<file path="src/mdOpsPkg.sv">
/*
 * operation definitions for the iterative multiply/divide unit
 * data width and the opcode encoding shared by decode, execute and result
 */
`default_nettype none

package mdOpsPkg;

	// operand and result width, the unit exists only at 32 bits
	localparam int dataWidth = 32;

	// opcode latched at a start
	// opNone only appears out of reset, before the first start
	typedef enum logic [1:0] {
		opNone = 2'd0,
		opMult = 2'd1,
		opDiv  = 2'd2
	} mdOpT;

endpackage

`default_nettype wire

</file>
<file path="src/mdTimingPkg.sv">
/*
 * sequencing definitions for the multiply/divide unit
 * step count, counter width, overall latency and the result stage states
 */
`default_nettype none

package mdTimingPkg;

	// one shift-add or shift-subtract per clock
	localparam int stepCount = 32;
	localparam int countWidth = 6;
	// start edge to resultReady high, in clock edges
	localparam int latency = 33;

	typedef enum logic [1:0] {
		resIdle = 2'd0,
		resBusy = 2'd1,
		resDone = 2'd2
	} resStateT;

endpackage

`default_nettype wire

</file>
<file path="src/cycleCounter.sv">
/*
 * execute step counter
 * runs stepCount steps after each start strobe and flags the last one
 */
`timescale 1ns/1ps
`default_nettype none

module cycleCounter import mdTimingPkg::*; (
	input  wire logic clock,
	input  wire logic arstN,
	input  wire logic startStrobe,
	output logic      step,
	output logic      lastStep
);

	logic                  running;
	logic [countWidth-1:0] count;

	// the strobe edge itself is step one, so the count is loaded with 1
	// a new strobe restarts the count even in the middle of a run
	always_ff @(posedge clock or negedge arstN) begin
		if (!arstN) begin
			running <= 1'b0;
			count <= '0;
		end else if (startStrobe) begin
			running <= 1'b1;
			count <= countWidth'(1);
		end else if (lastStep) begin
			running <= 1'b0;
			count <= '0;
		end else if (running) begin
			count <= count + 1'b1;
		end
	end

	// strobe cycle counts as a step so execute starts on the edge after the latch
	assign step = startStrobe | running;
	// high in the cycle ending at the 32nd step edge
	assign lastStep = running & (count == countWidth'(stepCount - 1));

endmodule

`default_nettype wire

</file>
<file path="src/mdDecode.sv">
/*
 * start decode and operand latch
 * picks the opcode, stores operand magnitudes and the sign of the result
 */
`timescale 1ns/1ps
`default_nettype none

module mdDecode import mdOpsPkg::*; (
	input  wire logic                 clock,
	input  wire logic                 arstN,
	input  wire logic                 ctrlMult,
	input  wire logic                 ctrlDiv,
	input  wire logic [dataWidth-1:0] operandA,
	input  wire logic [dataWidth-1:0] operandB,
	output mdOpT                      op,
	output logic [dataWidth-1:0]      magA,
	output logic [dataWidth-1:0]      magB,
	output logic                      negResult,
	output logic                      divZero,
	output logic                      startStrobe
);

	logic start;
	logic isDiv;

	assign start = ctrlMult | ctrlDiv;
	// multiply has priority when both requests arrive together
	assign isDiv = ctrlDiv & ~ctrlMult;

	// opcode and strobe are control state
	always_ff @(posedge clock or negedge arstN) begin
		if (!arstN) begin
			op <= opNone;
			startStrobe <= 1'b0;
		end else begin
			startStrobe <= start;
			if (start) begin
				op <= isDiv ? opDiv : opMult;
			end
		end
	end

	// operand payload, held until the next start
	always_ff @(posedge clock) begin
		if (start) begin
			// two's complement magnitude, the minimum value maps to 2^31 unsigned
			magA <= operandA[dataWidth-1] ? -operandA : operandA;
			magB <= operandB[dataWidth-1] ? -operandB : operandB;
			// same sign rule for product and quotient
			negResult <= operandA[dataWidth-1] ^ operandB[dataWidth-1];
			divZero <= isDiv & (operandB == '0);
		end
	end

endmodule

`default_nettype wire

</file>
<file path="src/mdExecute.sv">
/*
 * unsigned iterative datapath
 * shift-add multiplier and restoring divider sharing one register pair
 */
`timescale 1ns/1ps
`default_nettype none

module mdExecute import mdOpsPkg::*; (
	input  wire logic                 clock,
	input  wire logic                 arstN,
	input  wire logic                 startStrobe,
	input  mdOpT                      op,
	input  wire logic [dataWidth-1:0] magA,
	input  wire logic [dataWidth-1:0] magB,
	input  wire logic                 step,
	input  wire logic                 lastStep,
	output logic [dataWidth-1:0]      rawLow,
	output logic [dataWidth-1:0]      rawHigh,
	output logic                      rawDone
);

	// multiply: accHi is the running upper product, accLo the multiplier
	// shifting out while product bits shift in
	// divide: accHi is the partial remainder, accLo the dividend shifting
	// out while quotient bits shift in
	logic [dataWidth-1:0] accHi;
	logic [dataWidth-1:0] accLo;

	logic [dataWidth-1:0] curHi;
	logic [dataWidth-1:0] curLo;
	logic [dataWidth-1:0] nextHi;
	logic [dataWidth-1:0] nextLo;

	// one extra bit for the carry out of the add
	logic [dataWidth:0]   addSum;
	// remainder after the left shift, may be one bit wider than a word
	logic [dataWidth:0]   remShift;
	// top bit is the borrow of the trial subtract
	logic [dataWidth+1:0] trialDiff;
	logic                 trialOk;

	// on the strobe edge the first step works on the freshly loaded operands
	always_comb begin
		if (startStrobe) begin
			curHi = '0;
			curLo = (op == opDiv) ? magA : magB;
		end else begin
			curHi = accHi;
			curLo = accLo;
		end
	end

	// multiply step
	// add the multiplicand when the multiplier lsb is set
	assign addSum = {1'b0, curHi} + (curLo[0] ? {1'b0, magA} : {(dataWidth + 1){1'b0}});

	// divide step
	// bring the next dividend bit into the remainder and try the divisor
	assign remShift = {curHi, curLo[dataWidth-1]};
	assign trialDiff = {1'b0, remShift} - {2'b00, magB};
	assign trialOk = ~trialDiff[dataWidth+1];

	always_comb begin
		if (op == opDiv) begin
			// restore on borrow, otherwise keep the difference
			// the kept remainder is below the divisor so it fits one word
			nextHi = trialOk ? trialDiff[dataWidth-1:0] : remShift[dataWidth-1:0];
			nextLo = {curLo[dataWidth-2:0], trialOk};
		end else begin
			// shift the whole 65-bit sum right by one
			nextHi = addSum[dataWidth:1];
			nextLo = {addSum[0], curLo[dataWidth-1:1]};
		end
	end

	always_ff @(posedge clock) begin
		if (step) begin
			accHi <= nextHi;
			accLo <= nextLo;
		end
	end

	// a restart landing on the last step cancels the stale done
	always_ff @(posedge clock or negedge arstN) begin
		if (!arstN) begin
			rawDone <= 1'b0;
		end else begin
			rawDone <= lastStep & ~startStrobe;
		end
	end

	// low word is the product low half or the quotient
	assign rawLow = accLo;
	// high word is the product high half, the remainder is not used
	assign rawHigh = accHi;

endmodule

`default_nettype wire

</file>
<file path="src/mdResult.sv">
/*
 * result stage
 * restores the sign, flags overflow or divide by zero, holds the result
 */
`timescale 1ns/1ps
`default_nettype none

module mdResult import mdOpsPkg::*, mdTimingPkg::*; (
	input  wire logic                 clock,
	input  wire logic                 arstN,
	input  wire logic                 startStrobe,
	input  wire logic                 rawDone,
	input  mdOpT                      op,
	input  wire logic                 negResult,
	input  wire logic                 divZero,
	input  wire logic [dataWidth-1:0] rawLow,
	input  wire logic [dataWidth-1:0] rawHigh,
	output logic [dataWidth-1:0]      result,
	output logic                      exception,
	output logic                      resultReady
);

	resStateT state;

	logic [2*dataWidth-1:0] rawProd;
	logic [2*dataWidth-1:0] signedProd;
	logic [dataWidth-1:0]   signedQuo;
	logic                   multOverflow;
	logic                   divOverflow;

	assign rawProd = {rawHigh, rawLow};
	assign signedProd = negResult ? -rawProd : rawProd;
	assign signedQuo = negResult ? -rawLow : rawLow;

	// product does not fit when the upper half is not a sign extension
	assign multOverflow = signedProd[2*dataWidth-1:dataWidth] != {dataWidth{signedProd[dataWidth-1]}};
	// only min / -1 gives a positive quotient of 2^31
	assign divOverflow = ~negResult & rawLow[dataWidth-1];

	always_ff @(posedge clock or negedge arstN) begin
		if (!arstN) begin
			state <= resIdle;
			result <= '0;
			exception <= 1'b0;
		end else if (startStrobe) begin
			// also drops resultReady of the previous operation
			state <= resBusy;
		end else if (state == resBusy && rawDone) begin
			state <= resDone;
			case (op)
				opMult: begin
					result <= signedProd[dataWidth-1:0];
					exception <= multOverflow;
				end
				opDiv: begin
					// zero divisor forces a zero result
					result <= divZero ? '0 : signedQuo;
					exception <= divZero | divOverflow;
				end
				default: begin
					result <= '0;
					exception <= 1'b0;
				end
			endcase
		end
	end

	assign resultReady = (state == resDone);

endmodule

`default_nettype wire

</file>
<file path="src/multDiv.sv">
/*
 * iterative signed multiply/divide unit
 * start pulse in, 32 execute steps, result held with resultReady
 */
`timescale 1ns/1ps
`default_nettype none

module multDiv import mdOpsPkg::*; (
	input  wire logic                 clock,
	input  wire logic                 arstN,
	input  wire logic                 ctrlMult,
	input  wire logic                 ctrlDiv,
	input  wire logic [dataWidth-1:0] operandA,
	input  wire logic [dataWidth-1:0] operandB,
	output logic [dataWidth-1:0]      result,
	output logic                      exception,
	output logic                      resultReady
);

	mdOpT                 op;
	logic [dataWidth-1:0] magA;
	logic [dataWidth-1:0] magB;
	logic                 negResult;
	logic                 divZero;
	logic                 startStrobe;
	logic                 step;
	logic                 lastStep;
	logic [dataWidth-1:0] rawLow;
	logic [dataWidth-1:0] rawHigh;
	logic                 rawDone;

	// operands latched at the start edge, strobe one edge later
	mdDecode u_decode (
		.clock(clock), .arstN(arstN), .ctrlMult(ctrlMult), .ctrlDiv(ctrlDiv),
		.operandA(operandA), .operandB(operandB), .op(op), .magA(magA), .magB(magB),
		.negResult(negResult), .divZero(divZero), .startStrobe(startStrobe)
	);

	cycleCounter u_counter (
		.clock(clock), .arstN(arstN), .startStrobe(startStrobe),
		.step(step), .lastStep(lastStep)
	);

	// steps on edges one through 32 after the start edge
	mdExecute u_execute (
		.clock(clock), .arstN(arstN), .startStrobe(startStrobe), .op(op),
		.magA(magA), .magB(magB), .step(step), .lastStep(lastStep),
		.rawLow(rawLow), .rawHigh(rawHigh), .rawDone(rawDone)
	);

	// loads on edge 33, ready held until the next strobe
	mdResult u_result (
		.clock(clock), .arstN(arstN), .startStrobe(startStrobe), .rawDone(rawDone),
		.op(op), .negResult(negResult), .divZero(divZero), .rawLow(rawLow),
		.rawHigh(rawHigh), .result(result), .exception(exception),
		.resultReady(resultReady)
	);

endmodule

`default_nettype wire

</file>
<file path="config.mk">
export PLATFORM = sky130hd
export DESIGN_NAME = multDiv
export DESIGN_NICKNAME = d
export VERILOG_FILES = /design/src/mdOpsPkg.sv /design/src/mdTimingPkg.sv /design/src/cycleCounter.sv /design/src/mdDecode.sv /design/src/mdExecute.sv /design/src/mdResult.sv /design/src/multDiv.sv
export SDC_FILE = /design/constraint.sdc
export NUM_CORES = 1
export LEC_CHECK = 0
export ABC_CLOCK_PERIOD_IN_PS = 10650
export BUFFER_PORTS_ARGS = -buffer_cell sky130_fd_sc_hd__buf_2
export CAP_MARGIN = 20
export CORE_MARGIN = 2
export CORE_UTILIZATION = 41
export CTS_BUF_LIST = sky130_fd_sc_hd__clkbuf_4 sky130_fd_sc_hd__clkbuf_8
export DETAILED_ROUTE_END_ITERATION = 12
export GPL_TIMING_DRIVEN = 0
export PLACE_DENSITY = 0.64
export SYNTH_ARGS = -nofsm -noshare
export SYNTH_HDL_FRONTEND = slang
export SYNTH_SLANG_ARGS = --single-unit
</file>
<file path="constraint.sdc">
create_clock -name clock -period 10.65 [get_ports clock]
set_input_delay 1.065 -clock clock [delete_from_list [all_inputs] [get_ports clock]]
set_output_delay 1.065 -clock clock [all_outputs]
set_load 0.1 [all_outputs]
</file>
==> metrics.csv <==
metric,value,unit
Layout area overhead,11.0,%
CTS sink count,176,
crit-path cells,"inv_1, ha_1, clkbuf_1, clkbuf_1, o211ai_1, o21ai_0, ha_1, nor2b_1, o31ai_1, a21oi_1, a211oi_1, o21ai_0, nand3_1, a31oi_1, nor2_1, buf_2, buf_1, mux2i_1, o22ai_1",
Logic pwr share,35.2,%
Die Wd,190,um
global-route wire length before repair,71000,um
n_diodes,0,
sequential element share of the synthesized area,35.6,%
GP Congestion,0.966,
synth top area cells,"edfxtp_1, dfrtp_1, xnor2_1, ha_1, mux4_2",
Area after DPL,0.0153,sq mm
FP Rows,68,
synth warn,0,
slew of the pin with the lowest slew margin,1.11,ns
Mapped Area,0.0142,sq mm
Max clock buf depth,2,
Final Setup Violations,0,
Worst EP required,10.84,ns
clock latency on the worst-skew pair,0.50,ns
sequential power share,41.9,%
grt total ovfl,0,
Core ar.,0.0343,sq mm
largest net degree at the start of global routing,65,
HP Class,primary input to async pin,
Die H,190,um
post-CTS setup repair buffer count,0,
post-synthesis instance total,1491,
Finished Cell Area,0.0157,sq mm
CTS buffer count,17,
crit path capture type,register,
asr flop ratio synth,26.1,%
clock skew,0.0224,ns
Starting Density,41.4,%
vias after detailed routing,12500,
Pre-Repair DR Iteration Count,6,
clock transition at the registers of the reported paths,0.10,ns
Total GRT Usage,26.0,%
ANT nets after route,0,
Worst VDD drop,81.6,uV
Routed WL per cell,22.3,um
clock share of power,22.9,%
max_slew headroom,24.9,%
cts repair resizes,0,
layout cell share with drive strength beyond 1,13.0,%
Avg Vias per Cell,5.99,
top_reg_cell synth,edfxtp_1,
IO Pins,102,
worst-path cell with the longest stage delay,a211oi_1,
top-count cell post-synth,edfxtp_1,
Max-Cap Viols,0,
period utilization,64.3,%
Setup CP Type,register to register,
Sw Share,38.8,%
HPWL after DPL,36900,um
Synth Net Count,1631,
Power Density,151,mW/mm^2
GR Util met3,4.43,%
area of the die,0.0361,sq mm
worst hold slack,0.421,ns
number of enable flip-flop cells after synthesis,130,
Worst EP arrival,7.04,ns
WL final,46400,um
Remaining DRCs,0,
post-synth top area share,27.5,%
antenna violations before repair,2,
final period demand of the worst path,6.85,ns
met2 GRT Util,41.5,%
CTS Root Cell,clkbuf_8,
vias in the first global route,12000,
H-tree level count,4,
Post-synth top cells,"edfxtp_1, nand2_1, o21ai_0",
Crit Path Max Fanout,10,
RSZ-0062 raised after global routing,false,
number of synthesized register bits,176,
Synth cell types,77,
Psw,0.000919,W
achievable frequency,146,MHz
Worst Setup Start Kind,register,
TNS Setup,0,ns
I/O Buffers,101,
final hold viol count,0,
Crit path largest cell delay,0.69,ns
"Slew Viols, Final",0,
TritonCTS clock tree,done,
NumNets Final,1753,
status,"finished, final reports clean",
gr busiest metal,met2,
Synth area leader,edfxtp_1,
P_leak,6.54,nW
Mean Syn Cell Area,9.51,sq um
hold buffers post-CTS,0,
GR Util met1,36.3,%
Iter 0 DRT Violations,1167,
cell-internal power,0.00145,W
==> sequential cells by signal, indices dropped and copies added, names as in the netlist <==
register,flops
u_execute.rawLow,32
u_decode.divZero,1
u_execute.rawHigh,32
u_decode.startStrobe,1
u_execute.rawDone,1
u_result.state,2
u_decode.negResult,1
u_counter.running,1
u_result.exception,1
u_decode.magA,32
u_result.result,32
u_decode.magB,32
u_decode.op,2
u_counter.count,6
==> cell type report <==
type / instances / area [sq um]
inverters: 61 / 229
clock inverters: 14 / 200
repair buffers: 103 / 553
fillers: 3294 / 18500
multi-input cells: 1184 / 8610
well taps: 455 / 569
clock buffers: 17 / 234
flip-flops and latches: 176 / 5050
plain buffers: 70 / 295
==> placed cells by master (no fill, tap or decap), types with 17 or more instances in the layout <==
cell      instances
a21o_1           32
a21oi_1          82
a31oi_1          18
buf_2           108
clkbuf_1         51
clkbuf_8         17
dfrtp_1          46
edfxtp_1        130
ha_1             70
inv_1            60
mux2i_1          33
mux4_2           28
nand2_1         127
nand2b_1         19
nand3_1          21
nand4_1          18
nor2_1           84
nor2b_1          67
nor3_1           25
nor4_1           18
o21ai_0         105
o31ai_1          33
o41ai_1          18
or3_1            17
or4_1            24
xnor2_1         104
xor2_1           66
==> stage by stage <==
stage / power [W] / worst slack [ns] / util, % / std cells
after detailed placement: 0.00182 / 3.99 / 44.6 / 2048
after CTS: 0.00235 / 3.94 / 45.9 / 2079
after floorplan: 0.00153 / 6.37 / - / 1491
after global placement: 0.00181 / 4.04 / 44.5 / 2047
after global routing: 0.00248 / 3.45 / 45.9 / 2080
final: 0.00237 / 3.80 / 45.9 / 2080
==> per-layer routing <==
metal	vias to the layer above	share of wire, %
li1	5830	-
met3	68	8.0
met1	6012	44
met2	543	46
met4	0	2.2
met5	-	0
==> worst max-delay path: cells and delay by family, from the launching register on <==
kind / cells / cell delay, ns
muxes: 1 / 0.29
DFF: 1 / 0.40
adders and majority gates: 2 / 0.45
buffers and inverters: 5 / 2.26
and+or+nand+nor: 3 / 0.61
AOI/OAI and AO/OA: 8 / 2.52
==> path summary, 6_finish.rpt <==
path	slack, ns	cells past startpoint	to	from
min in group clock	0.48	2	u_result.result[10]$_DFFE_PN0P_	u_result.result[10]$_DFFE_PN0P_
hold reg to reg	0.48	2	u_result.result[10]$_DFFE_PN0P_	u_result.result[10]$_DFFE_PN0P_
max in group asynchronous	9.76	2	u_counter.count[1]$_DFFE_PN0P_	arstN
setup reg to reg	3.80	19	u_execute.rawHigh[6]$_DFFE_PP_	u_decode.op[0]$_DFFE_PN0P_
hold / removal	0.42	1	u_result.result[3]$_DFFE_PN0P_	arstN
setup / recovery	3.80	19	u_execute.rawHigh[6]$_DFFE_PP_	u_decode.op[0]$_DFFE_PN0P_
==> kinds of logic after synthesis <==
| family | share of synthesized area [%] |
|---|---|
| mux | 7.41 |
| buf+inv | 3.70 |
| flops | 35.6 |
| simple gates | 18.4 |
| xor+xnor | 10.5 |
| fa+ha+maj | 6.46 |
| compound gates | 17.9 |
==> power by group through the flow <==
| stage | Clock, W | Combinational, W | Sequential [W] |
|---|---|---|---|
| 2_1_floorplan | 0 | 0.000603 | 0.000923 |
| 3_3_place_gp | 0 | 0.000810 | 0.000999 |
| 3_5_place_dp | 0 | 0.000815 | 0.00100 |
| 4_1_cts | 0.000546 | 0.000819 | 0.000986 |
| 5_1_grt | 0.000571 | 0.000911 | 0.00100 |
| 6_report | 0.000543 | 0.000833 | 0.000994 |
Note: power is estimated with default switching activity, not from simulation.
